--- src/verilog/aes_pkg.sv ---
/*
 * Shared AES-256 encryption definitions
 * Controller state encoding, block sizing and latency constants
 */

package aes_pkg;

    // Controller states
    typedef enum logic [2:0]
    {
        ST_IDLE     = 3'd0,  // Waiting for start
        ST_ADD_KEY  = 3'd1,  // State XOR round key
        ST_SUB      = 3'd2,  // Stream bytes to the S-box
        ST_SUB_WAIT = 3'd3,  // Drain ROM latency
        ST_MIX      = 3'd4,  // Take mixed or shifted block
        ST_DONE     = 3'd5   // Present result
    } aes_state_e;

    // Block and key schedule sizing
    localparam int NUM_BYTES  = 16;  // Bytes per block
    localparam int NUM_ROUNDS = 14;  // AES-256 round count
    localparam int NUM_KEYS   = 15;  // Round keys held in key memory

    localparam int KEY_ADDR_W = 4;   // Key memory address width
    localparam int BYTE_IDX_W = 4;   // Byte step counter width

    // Start edge to done edge
    // Initial key add + 14 rounds of (16 sub + wait + mix + add) + output register
    localparam int ENC_LATENCY = 1 + NUM_ROUNDS * (NUM_BYTES + 3) + 1;

endpackage

--- src/verilog/aes_sbox_rom.sv ---
/*
 * Forward AES S-box lookup, one byte per cycle
 * Registered output gives one cycle of latency
 */

`timescale 1ns/1ps

module aes_sbox_rom
(
    input  logic       clk,
    input  logic       resetn,
    input  logic [7:0] addr,
    output logic [7:0] data
);

    logic [127:0] row;     // One S-box row, selected by the high nibble
    logic [7:0]   lookup;

    // FIPS-197 forward S-box, row x holds entries x0..xf from the left
    always_comb
    begin
        case (addr[7:4])
            4'h0: row = 128'h637c777bf26b6fc53001672bfed7ab76;
            4'h1: row = 128'hca82c97dfa5947f0add4a2af9ca472c0;
            4'h2: row = 128'hb7fd9326363ff7cc34a5e5f171d83115;
            4'h3: row = 128'h04c723c31896059a071280e2eb27b275;
            4'h4: row = 128'h09832c1a1b6e5aa0523bd6b329e32f84;
            4'h5: row = 128'h53d100ed20fcb15b6acbbe394a4c58cf;
            4'h6: row = 128'hd0efaafb434d338545f9027f503c9fa8;
            4'h7: row = 128'h51a3408f929d38f5bcb6da2110fff3d2;
            4'h8: row = 128'hcd0c13ec5f974417c4a77e3d645d1973;
            4'h9: row = 128'h60814fdc222a908846eeb814de5e0bdb;
            4'ha: row = 128'he0323a0a4906245cc2d3ac629195e479;
            4'hb: row = 128'he7c8376d8dd54ea96c56f4ea657aae08;
            4'hc: row = 128'hba78252e1ca6b4c6e8dd741f4bbd8b8a;
            4'hd: row = 128'h703eb5664803f60e613557b986c11d9e;
            4'he: row = 128'he1f8981169d98e949b1e87e9ce5528df;
            4'hf: row = 128'h8ca1890dbfe6426841992d0fb054bb16;
            default: row = '0;
        endcase
    end

    // Column pick by low nibble, entry 0 sits in the top byte
    assign lookup = row[8 * (15 - addr[3:0]) +: 8];

    always_ff @(posedge clk or negedge resetn)
    begin
        if (!resetn)
        begin
            data <= 8'h00;
        end
        else
        begin
            data <= lookup;  // Substituted byte, one cycle later
        end
    end

endmodule

--- src/verilog/aes_round_ctrl.sv ---
/*
 * AES-256 encryption sequencer
 * Moore FSM issuing load, key add, byte streaming and round write strobes
 */

`timescale 1ns/1ps

module aes_round_ctrl
(
    input  logic clk,
    input  logic resetn,
    input  logic start,       // Begin a block, only seen in idle
    input  logic byte_last,   // Final byte step of SubBytes
    input  logic last_round,  // Round counter at 14
    output logic load,
    output logic add_key,
    output logic sub_active,
    output logic mix_wr,
    output logic round_inc,
    output logic done
);

    aes_pkg::aes_state_e state_q;
    aes_pkg::aes_state_e state_d;

    // State register
    always_ff @(posedge clk or negedge resetn)
    begin
        if (!resetn)
        begin
            state_q <= aes_pkg::ST_IDLE;
        end
        else
        begin
            state_q <= state_d;
        end
    end

    // Next state
    always_comb
    begin
        state_d = state_q;  // Hold by default

        case (state_q)
            aes_pkg::ST_IDLE:
            begin
                // Plaintext is captured on this same edge
                if (start)
                begin
                    state_d = aes_pkg::ST_ADD_KEY;
                end
            end

            aes_pkg::ST_ADD_KEY:
            begin
                // Key 14 was the last one to add
                if (last_round)
                begin
                    state_d = aes_pkg::ST_DONE;
                end
                else
                begin
                    state_d = aes_pkg::ST_SUB;
                end
            end

            aes_pkg::ST_SUB:
            begin
                if (byte_last)  // 16 bytes sent
                begin
                    state_d = aes_pkg::ST_SUB_WAIT;
                end
            end

            aes_pkg::ST_SUB_WAIT:
            begin
                state_d = aes_pkg::ST_MIX;  // Last S-box byte lands now
            end

            aes_pkg::ST_MIX:
            begin
                state_d = aes_pkg::ST_ADD_KEY;
            end

            aes_pkg::ST_DONE:
            begin
                state_d = aes_pkg::ST_IDLE;
            end

            default:
            begin
                state_d = aes_pkg::ST_IDLE;  // Recover from unused codes
            end
        endcase
    end

    // Moore strobes
    assign load       = (state_q == aes_pkg::ST_IDLE);     // Track data_in while idle
    assign add_key    = (state_q == aes_pkg::ST_ADD_KEY);
    assign round_inc  = (state_q == aes_pkg::ST_ADD_KEY);  // Next key after each add
    assign sub_active = (state_q == aes_pkg::ST_SUB);
    assign mix_wr     = (state_q == aes_pkg::ST_MIX);
    assign done       = (state_q == aes_pkg::ST_DONE);     // Registered again at top

endmodule

--- src/verilog/aes_step_counter.sv ---
/*
 * Byte step and round counters, round drives the key memory address
 */

`timescale 1ns/1ps

module aes_step_counter
(
    input  logic                           clk,
    input  logic                           resetn,
    input  logic                           load,
    input  logic                           sub_active,
    input  logic                           round_inc,
    output logic [aes_pkg::BYTE_IDX_W-1:0] byte_idx,
    output logic                           byte_last,
    output logic                           last_round,
    output logic [aes_pkg::KEY_ADDR_W-1:0] key_addr
);

    logic [aes_pkg::KEY_ADDR_W-1:0] round_q;

    always_ff @(posedge clk or negedge resetn)
    begin
        if (!resetn)
        begin
            byte_idx <= '0;
            round_q  <= '0;
        end
        else
        begin
            // Steps 0..15 during SubBytes, parked at 0 otherwise
            byte_idx <= sub_active ? byte_idx + 1'b1 : '0;

            if (load)
            begin
                round_q <= '0;
            end
            else if (round_inc && (round_q != aes_pkg::KEY_ADDR_W'(aes_pkg::NUM_KEYS - 1)))
            begin
                round_q <= round_q + 1'b1;  // Holds at the final key
            end
        end
    end

    assign byte_last  = (byte_idx == aes_pkg::BYTE_IDX_W'(aes_pkg::NUM_BYTES - 1));
    assign last_round = (round_q == aes_pkg::KEY_ADDR_W'(aes_pkg::NUM_ROUNDS));
    assign key_addr   = round_q;

endmodule

--- src/verilog/aes_state_reg.sv ---
/*
 * 16-byte cipher state register
 * Plaintext load, AddRoundKey, round write-back and byte-serial S-box feed
 */

`timescale 1ns/1ps

module aes_state_reg
(
    input  logic                           clk,
    input  logic                           resetn,
    input  logic                           load,
    input  logic                           add_key,
    input  logic                           mix_wr,
    input  logic [127:0]                   data_in,
    input  logic [127:0]                   round_key,
    input  logic [127:0]                   mixed,     // Round result from shift/mix
    input  logic [aes_pkg::BYTE_IDX_W-1:0] byte_idx,
    output logic [7:0]                     sub_byte,
    output logic [127:0]                   state
);

    logic [7:0] state_bytes [aes_pkg::NUM_BYTES];  // Byte view, byte 0 on top

    // Only one strobe is active per cycle, priority is a formality
    always_ff @(posedge clk or negedge resetn)
    begin
        if (!resetn)
        begin
            state <= '0;
        end
        else if (load)
        begin
            state <= data_in;              // Plaintext
        end
        else if (add_key)
        begin
            state <= state ^ round_key;    // AddRoundKey
        end
        else if (mix_wr)
        begin
            state <= mixed;                // End of SubBytes/ShiftRows/MixColumns
        end
    end

    // Split the block into bytes in FIPS column order
    always_comb
    begin
        for (int i = 0; i < aes_pkg::NUM_BYTES; i++)
        begin
            state_bytes[i] = state[127 - 8 * i -: 8];
        end
    end

    // Byte at the current step goes to the S-box
    assign sub_byte = state_bytes[byte_idx];

endmodule

--- src/verilog/aes_shift_mix.sv ---
/*
 * ShiftRows by write position and MixColumns over the collected block
 * Final round passes the shifted block unmixed
 */

`timescale 1ns/1ps

module aes_shift_mix
(
    input  logic                           clk,
    input  logic                           resetn,
    input  logic                           sub_active,
    input  logic [aes_pkg::BYTE_IDX_W-1:0] byte_idx,
    input  logic [7:0]                     sbox_byte,   // One cycle behind byte_idx
    input  logic                           last_round,
    output logic [127:0]                   mixed
);

    logic                           sub_d;   // sub_active aligned with ROM output
    logic [aes_pkg::BYTE_IDX_W-1:0] idx_d;   // byte_idx aligned with ROM output
    logic [7:0]                     shifted [aes_pkg::NUM_BYTES];

    // GF(2^8) multiply by 2
    function automatic logic [7:0] xtime(input logic [7:0] b);
        return {b[6:0], 1'b0} ^ (b[7] ? 8'h1b : 8'h00);
    endfunction

    // Row r, column c moves to column c - r
    function automatic logic [3:0] shift_pos(input logic [3:0] idx);
        logic [1:0] row;
        logic [1:0] col;
        row = idx[1:0];
        col = idx[3:2] - row;  // Wraps mod 4
        return {col, row};
    endfunction

    // Match the S-box register stage
    always_ff @(posedge clk or negedge resetn)
    begin
        if (!resetn)
        begin
            sub_d <= 1'b0;
            idx_d <= '0;
        end
        else
        begin
            sub_d <= sub_active;
            idx_d <= byte_idx;
        end
    end

    // Substituted bytes land directly at their shifted position
    always_ff @(posedge clk)
    begin
        if (sub_d)
        begin
            shifted[shift_pos(idx_d)] <= sbox_byte;
        end
    end

    // MixColumns per column, bypassed in the last round
    always_comb
    begin : mix_cols
        logic [7:0] a0, a1, a2, a3;
        logic [7:0] b0, b1, b2, b3;

        for (int c = 0; c < 4; c++)
        begin
            a0 = shifted[4 * c];
            a1 = shifted[4 * c + 1];
            a2 = shifted[4 * c + 2];
            a3 = shifted[4 * c + 3];

            // Matrix rows 2 3 1 1 rotated
            b0 = xtime(a0) ^ xtime(a1) ^ a1 ^ a2 ^ a3;
            b1 = a0 ^ xtime(a1) ^ xtime(a2) ^ a2 ^ a3;
            b2 = a0 ^ a1 ^ xtime(a2) ^ xtime(a3) ^ a3;
            b3 = xtime(a0) ^ a0 ^ a1 ^ a2 ^ xtime(a3);

            if (last_round)
            begin
                mixed[127 - 32 * c -: 32] = {a0, a1, a2, a3};  // ShiftRows only
            end
            else
            begin
                mixed[127 - 32 * c -: 32] = {b0, b1, b2, b3};
            end
        end
    end

endmodule

--- src/verilog/aes256_enc.sv ---
/*
 * AES-256 block encryption core, round keys from external key memory
 */

`timescale 1ns/1ps

module aes256_enc
(
    input  logic                           clk,
    input  logic                           resetn,
    input  logic                           start,
    input  logic [127:0]                   data_in,
    input  logic [127:0]                   round_key,  // Combinational from key memory
    output logic [aes_pkg::KEY_ADDR_W-1:0] key_addr,
    output logic [127:0]                   data_out,
    output logic                           done
);

    logic                           load;
    logic                           add_key;
    logic                           sub_active;
    logic                           mix_wr;
    logic                           round_inc;
    logic                           fin;         // Controller in ST_DONE
    logic [aes_pkg::BYTE_IDX_W-1:0] byte_idx;
    logic                           byte_last;
    logic                           last_round;
    logic [7:0]                     sub_byte;
    logic [7:0]                     sbox_byte;
    logic [127:0]                   state;
    logic [127:0]                   mixed;

    aes_round_ctrl u_ctrl
    (
        .clk        (clk),
        .resetn     (resetn),
        .start      (start),
        .byte_last  (byte_last),
        .last_round (last_round),
        .load       (load),
        .add_key    (add_key),
        .sub_active (sub_active),
        .mix_wr     (mix_wr),
        .round_inc  (round_inc),
        .done       (fin)
    );

    aes_step_counter u_cnt
    (
        .clk        (clk),
        .resetn     (resetn),
        .load       (load),
        .sub_active (sub_active),
        .round_inc  (round_inc),
        .byte_idx   (byte_idx),
        .byte_last  (byte_last),
        .last_round (last_round),
        .key_addr   (key_addr)
    );

    aes_state_reg u_state
    (
        .clk       (clk),
        .resetn    (resetn),
        .load      (load),
        .add_key   (add_key),
        .mix_wr    (mix_wr),
        .data_in   (data_in),
        .round_key (round_key),
        .mixed     (mixed),
        .byte_idx  (byte_idx),
        .sub_byte  (sub_byte),
        .state     (state)
    );

    aes_sbox_rom u_sbox
    (
        .clk    (clk),
        .resetn (resetn),
        .addr   (sub_byte),
        .data   (sbox_byte)
    );

    aes_shift_mix u_mix
    (
        .clk        (clk),
        .resetn     (resetn),
        .sub_active (sub_active),
        .byte_idx   (byte_idx),
        .sbox_byte  (sbox_byte),
        .last_round (last_round),
        .mixed      (mixed)
    );

    // Output register, data_out holds until the next block completes
    always_ff @(posedge clk or negedge resetn)
    begin
        if (!resetn)
        begin
            data_out <= '0;
            done     <= 1'b0;
        end
        else
        begin
            done <= fin;            // One-cycle pulse
            if (fin)
            begin
                data_out <= state;  // State already holds the final key add
            end
        end
    end

endmodule

--- config.mk ---
export PLATFORM = sky130hd
export DESIGN_NAME = aes256_enc
export DESIGN_NICKNAME = d
export VERILOG_FILES = /design/src/verilog/aes_pkg.sv /design/src/verilog/aes_sbox_rom.sv /design/src/verilog/aes_round_ctrl.sv /design/src/verilog/aes_step_counter.sv /design/src/verilog/aes_state_reg.sv /design/src/verilog/aes_shift_mix.sv /design/src/verilog/aes256_enc.sv
export SDC_FILE = /design/constraint.sdc
export NUM_CORES = 1
export LEC_CHECK = 0
export BUFFER_PORTS_ARGS = -buffer_cell sky130_fd_sc_hd__buf_4
export CAP_MARGIN = 10
export CORE_MARGIN = 4
export CORE_UTILIZATION = 45
export CTS_BUF_LIST = sky130_fd_sc_hd__clkbuf_8
export DETAILED_ROUTE_END_ITERATION = 16
export PLACE_DENSITY = 0.67
export SLEW_MARGIN = 10
export SYNTH_ARGS = -nofsm -noshare
export SYNTH_HDL_FRONTEND = slang
export SYNTH_HIERARCHICAL = 1
export SYNTH_SLANG_ARGS = --single-unit
--- constraint.sdc ---
create_clock -name clk -period 10.1 [get_ports clk]
set_clock_uncertainty 0.1 [all_clocks]
set_input_delay 1.515 -clock clk [delete_from_list [all_inputs] [get_ports clk]]
set_output_delay 1.515 -clock clk [all_outputs]
set_load 0.02 [all_outputs]
# --- Word-level counts from Yosys, hierarchy flattened ---
# Memory sizes are Yosys's and may differ from the RTL's.
# Cells that the tools add are included.
classes:
  add_sub_neg: 4
  multipliers: 0
  n_div: 0
  order_cmp: 1
  n_eq_ne: 10
  n_shift: 1
  mux: 35
  n_bitwise: 82
  reduce_logical: 5
ops:
  columns: ["op", "count"]
  rows:
  - ["8-bit XOR", 78]
  - ["128-bit two-way mux", 3]
  - ["32-bit two-way mux", 4]
  - ["128-bit by 33-bit variable part select with 8-bit output", 1]
  - ["128-bit XOR", 1]
  - ["5-bit two-way mux", 16]
  - ["8-bit binary-select mux with 4-bit select", 1]
  - ["8-bit two-way mux", 2]
  - ["8-bit by 5-bit XOR with 8-bit output", 2]
  - ["3-bit one-hot mux with 5 select lines", 1]
  - ["4-bit two-way mux", 3]
  - ["3-bit two-way mux", 3]
  - ["4-bit by 1-bit adder with 4-bit output, second input constant", 2]
  - ["4-bit equality test, second input constant", 2]
  - ["3-bit by 2-bit equality test with 1-bit output, second input constant", 2]
  - ["3-bit equality test, second input constant", 2]
  - ["5-bit >= comparator, second input constant", 1]
  - ["4-bit inverter with 5-bit output", 1]
  - ["4-bit by 4-bit subtractor with 5-bit output, first input constant", 1]
  - ["2-bit inequality test, second input constant", 2]
  - ["4-bit inequality test, second input constant", 1]
  - ["3-bit by 1-bit equality test with 1-bit output, second input constant", 1]
  - ["3-bit logical NOT", 1]
  - ["3-bit nonzero test", 1]
  - ["other kinds (5)", 6]
word_totals:
  ff_bits: 281
  latchBits: 0
  mem_bits_rw: 128
  rom_bits: 2048
  in_bits: 259
  elab_cells: 149
  mem_count: 2
memory_table:
  columns: ["memory", "words", "width", "rd", "rd_clocked_by_memory_dff", "wr", "line_no", "text"]
  rows:
  - ["(name not given)", 16, 128, 1, 0, 0, "aes_sbox_rom.sv:22", "case (addr[7:4])"]
  - ["u_mix.shifted", 16, 8, 16, 0, 1, "aes_shift_mix.sv:21", "logic [7:0] shifted [aes_pkg::NUM_BYTES];"]

# --- Depth between registers and ports, before layout ---
# An unclocked memory read counts as a cell.
logic_depth:
  depth_word: 11
  ltp_mapped: 16
  mapped_depth_nobuf: 11

# --- Cells and area by module ---
# The synthesis kept the hierarchy.
by_module_without_submodules:
  columns: ["mod", "n_inst", "cells_per_inst", "area_per_inst_um2", "seq_area_each_um2"]
  rows:
  - ["aes_shift_mix", 1, 799, 10650.2, 3968.8]
  - ["aes_state_reg", 1, 1055, 9242.6, 3203.1]
  - ["aes256_enc", 1, 271, 4847.1, 3228.1]
  - ["aes_sbox_rom", 1, 545, 3510.9, 200.2]
  - ["aes_step_counter", 1, 37, 399.1, 200.2]
  - ["aes_round_ctrl", 1, 20, 201.4, 75.1]

# --- Least setup slack after synthesis ---
# Ideal clock, no wire load.
synth_timing:
  path_kind: "register -> register"
  startpoint: "reg u_cnt/byte_idx[0] (netlist name)"
  endpoint: "reg u_sbox.data[3]"
  setup_time_ps: 130
  t_arrival_ps: 3489
  path_slack_ps: 6380
  path_stages_with_launch: 16
  n_path_buf: 4
  period_less_slack_ps: 3720
  cell_sequence: "dfrtp_1 -> buf_6 -> buf_6 -> mux4_1 -> a22oi_1 -> nand2_1 -> buf_2 -> inv_1 -> ha_1 -> and2_1 -> buf_2 -> nor2_2 -> a21oi_1 -> mux4_2 -> o211ai_1 -> nand3_1"
synth_between:
  elab_chain_cells: 6
  elab_cells_between_ends: 7
  classes_between: "add/sub (1); shift (1); mux (3); bitwise (1); memory (1)"
synth_rtl:
  columns: ["element", "line_no", "text"]
  rows:
  - ["start: declaration", "aes_step_counter.sv:14", "output logic [aes_pkg::BYTE_IDX_W-1:0] byte_idx,"]
  - ["start signal: assignment", "aes_step_counter.sv:32", "byte_idx <= sub_active ? byte_idx + 1'b1 : '0;"]
  - ["4-bit inverter with 5-bit output (implied by the code)", "aes_state_reg.sv:56", "assign sub_byte = state_bytes[byte_idx];"]
  - ["8-bit binary-select mux with 4-bit select", "aes_state_reg.sv:56", null]
  - ["8-bit two-way mux (implied by the code) (2 in series)", "aes_state_reg.sv:56", null]
  - ["net sub_byte[5]", "aes256_enc.sv:28", "logic [7:0] sub_byte;"]
  - ["memory read 16 x 128 bit", null, null]
  - ["128-bit by 33-bit variable part select with 8-bit output", "aes_sbox_rom.sv:44", "assign lookup = row[8 * (15 - addr[3:0]) +: 8];"]
  - ["net u_sbox.lookup[3]", "aes_sbox_rom.sv:17", "logic [7:0] lookup;"]
  - ["end signal: assignment", "aes_sbox_rom.sv:54", "data <= lookup;"]
  - ["end: declaration", "aes_sbox_rom.sv:13", "output logic [7:0] data"]
# The timed path passes the listed nets, and every way through them passes these cells. The select of a mux whose other input is x is not followed.
# A chain may end at the register's enable or synchronous reset.

# --- Worst setup path in the final report ---
layout_timing:
  startpoint: "reg u_cnt/byte_idx[0] (netlist name)"
  endpoint: "reg u_sbox.data[5]"
# The elaborated chain is that of the path after synthesis.

==> results.toml <==
[status]
outcome = "completed"

[job]
cap_violations = 0

[floorplanning]
ios = 392
num_rows = 92
die_area_mm2 = 0.0682
die_w_um = 261
die-height_um = 261
initial_core_util_pct = 45.6
coreArea_mm2 = 0.0633

[global_routing]
grt_pass1_vias = 23000
track_usage_pct = 29.1
grt_overflow = 0
grt_max_degree = 193
antenna_found_initial = 3
grt_pass1_wl_um = 150000

[setup_path]
path_max_fanout = 77
cp.required_ns = 10.53
crit_slowest_cell = "dfrtp_2"
end_kind = "flip-flop"
cp-start-kind = "flip-flop"
crit_top_cell = "buf_4"
slowest_delay_ns = 0.74
crit_arrival_ns = 5.88
path_class = "flip-flop to flip-flop"
path_cells = "buf_4, mux4_2, a22oi_1, nand2_4, buf_4, inv_1, buf_4, ha_1, a2111oi_0, a2111oi_0, o31ai_1, nand3_1"

[timing]
fmax_mhz = 184
rsz0062_at_grt = "false"
tightest_slew_ns = 1.16
hold_viol = 0
fin_crit_sh_pct = 53.9
drv_slew = 0
fin_crit_ns = 5.44
fin_tns_setup_ns = 0
timing.slew.headroom_pct = 22.7
setup_viol = 0

[clock_network]
cts_made_buffers = 78
cts_tree = "yes"
cts_setup_buffers = 0
cts_root_buf = "clkbuf_8"
clock-sinks = 409
htree_levels = 3
cts_resized = 0
cts_max_path_buffers = 3
ctsHoldBuffers = 0
clkLatencyLatePin_ns = 0.69
path_clk_slew_ns = 0.07

[cells_and_area]
fin_util_pct = 52.5
layout-drive-gt1-share_pct = 23.6
area_growth_pct = 15.1
nets = 3253
fill_cells = 5672

[logic_synthesis]
synthCells = 2727
ys_seq_area_share_pct = 37.7
ys_seq_elements = 409
ys_warn_count = 6
synth_flop_cell = "dfrtp_1"
synth_area_leader_cell = "dfrtp_1"
syn_nets = 3003
synth-edff-count = 128
avgSynthCellArea_um2 = 10.6
ys_types = 80
synthTopCellsByArea = "dfrtp_1 (24%), edfxtp_1 (13%), xnor3_1 (9.3%), xnor2_1 (6.7%), mux2_2 (5.2%)"
synthesis.area_mm2 = 0.0289
yosysTopAreaCellShare_pct = 24.4
ys_async_sr_fraction_pct = 68.7

[placed_design]
dpl.hpwl_um = 72900
portBuffers = 391
gp_congestion = 0.994

[power]
p_total_mw = 12.3
ir_worst_vdd_mv = 0.286
powerDensity_mw_per_mm2 = 370
p_leak_nw = 14.6

[routing]
viasPerCell = 5.97
ant_nets = 0
drc = 0
wl_per_cell_um = 26.2
drt-total-wl_um = 102000
dr.pass1.iters = 6
drt_iter0_markers = 2283
vias = 23200

[worst_hold_path]
hold_path.class = "flip-flop to flip-flop"
==> path summary, 6_finish.rpt <==
| path | end | startpoint | depth (start not counted) | slack, ns |
|---|---|---|---|---|
| worst min register to register | data_out[100] | data_out[100] | 1 | 0.41 |
| min in group asynchronous | u_state/state[67] | resetn | 1 | 0.83 |
| worst min-delay path | data_out[100] | data_out[100] | 1 | 0.41 |
| max in group asynchronous | u_state/state[54] | resetn | 3 | 6.96 |
| worst max register to register | u_sbox/data[5] | u_cnt/byte_idx[0] | 12 | 4.66 |
| worst max-delay path | u_sbox/data[5] | u_cnt/byte_idx[0] | 12 | 4.66 |
==> worst max-delay path: cells and delay by family (launching register included) <==
kind            cells  cell delay (ns)
fa+ha+maj           1             0.33
buf+inv             4             1.69
flops               1             0.74
mux                 1             0.62
simple gates        2             0.54
compound gates      4             1.19
==> stage by stage <==
step | cell area, um2 | cells | hold WS (ns) | worst slack, ns
after CTS | 33200 | 3885 | 0.410 | 4.64
after detailed placement | 31700 | 3743 | 0.397 | 4.63
after floorplan | 28900 | 2727 | 0.294 | 6.38
final | 33200 | 3887 | 0.406 | 4.66
after global routing | 33200 | 3886 | 0.424 | 4.36
after global placement | 31700 | 3743 | 0.392 | 4.60
==> report_power, final <==
group | total [mW] | internal [mW] | switching, mW
registers | 3.25 | 2.39 | 0.864
logic | 7.40 | 2.82 | 4.58
clock network | 1.64 | 0.876 | 0.767
==> logic make-up after synthesis <==
family                   synth area share (%)
AND/OR/NAND/NOR                          11.5
AO/OA/AOI/OAI                            14.7
XOR/XNOR                                 21.7
flip-flops                               37.7
buffers and inverters                    5.26
multiplexers                             8.43
adder cells (fa/ha/maj)                 0.737
==> cell usage after synthesis, types with 28 or more instances <==
| cell | count |
|---|---|
| buf_6 | 43 |
| clkbuf_1 | 119 |
| buf_2 | 62 |
| xnor2_1 | 220 |
| nand3_1 | 28 |
| xnor3_1 | 119 |
| mux4_2 | 29 |
| xor2_1 | 61 |
| nor2_1 | 323 |
| a21oi_1 | 38 |
| o21ai_0 | 162 |
| a31oi_1 | 146 |
| xor3_1 | 40 |
| edfxtp_1 | 128 |
| dfrtp_1 | 281 |
| mux2_2 | 134 |
| nand2_1 | 321 |
| a211o_1 | 130 |
==> state kept, by name (all words and copies together) (netlist names) <==
name / count
u_cnt/byte_idx: 4
u_mix/idx_d: 4
u_mix/sub_d: 1
done: 1
u_ctrl/state_q: 3
u_state/state: 128
data_out: 128
u_sbox/data: 8
u_mix/shifted: 128
u_cnt/key_addr: 4
==> cell type report <==
cell class	instances	area (um2)	share of cell area, %
multi-input combinational	2055	16500	49.6
sequential	409	10900	32.7
timing repair buffer	422	3200	9.64
clock buffer	87	1200	3.60
tap	846	1060	3.19
clock inverter	55	344	1.04
inverter	11	46.3	0.139
antenna	2	5.00	0.0151
==> metal layers <==
| layer | GRT usage [%] | vias to the layer above | part of all wire, % |
|---|---|---|---|
| met3 | 4.52 | 186 | 6.7 |
| met4 | 10.1 | 0 | 3.4 |
| li1 | - | 10300 | - |
| met5 | 0 | - | 0 |
| met1 | 40.8 | 11700 | 43 |
| met2 | 46.4 | 1015 | 47 |
==> cells in the final DEF, fill, tap and decap left out, types with 26 or more instances in the layout <==
cell / instances
buf_4: 419
clkbuf_8: 87
xnor2_1: 220
inv_1: 40
nand2_1: 318
a21oi_1: 38
nand2b_1: 26
mux4_2: 29
o21ai_0: 162
a31oi_1: 146
nor2_1: 323
edfxtp_1: 128
nand3_1: 28
xor2_1: 61
dfrtp_1: 279
a211o_1: 130
xnor3_1: 119
xor3_1: 40
mux2_2: 134
Note: power is estimated with default switching activity, not from simulation.
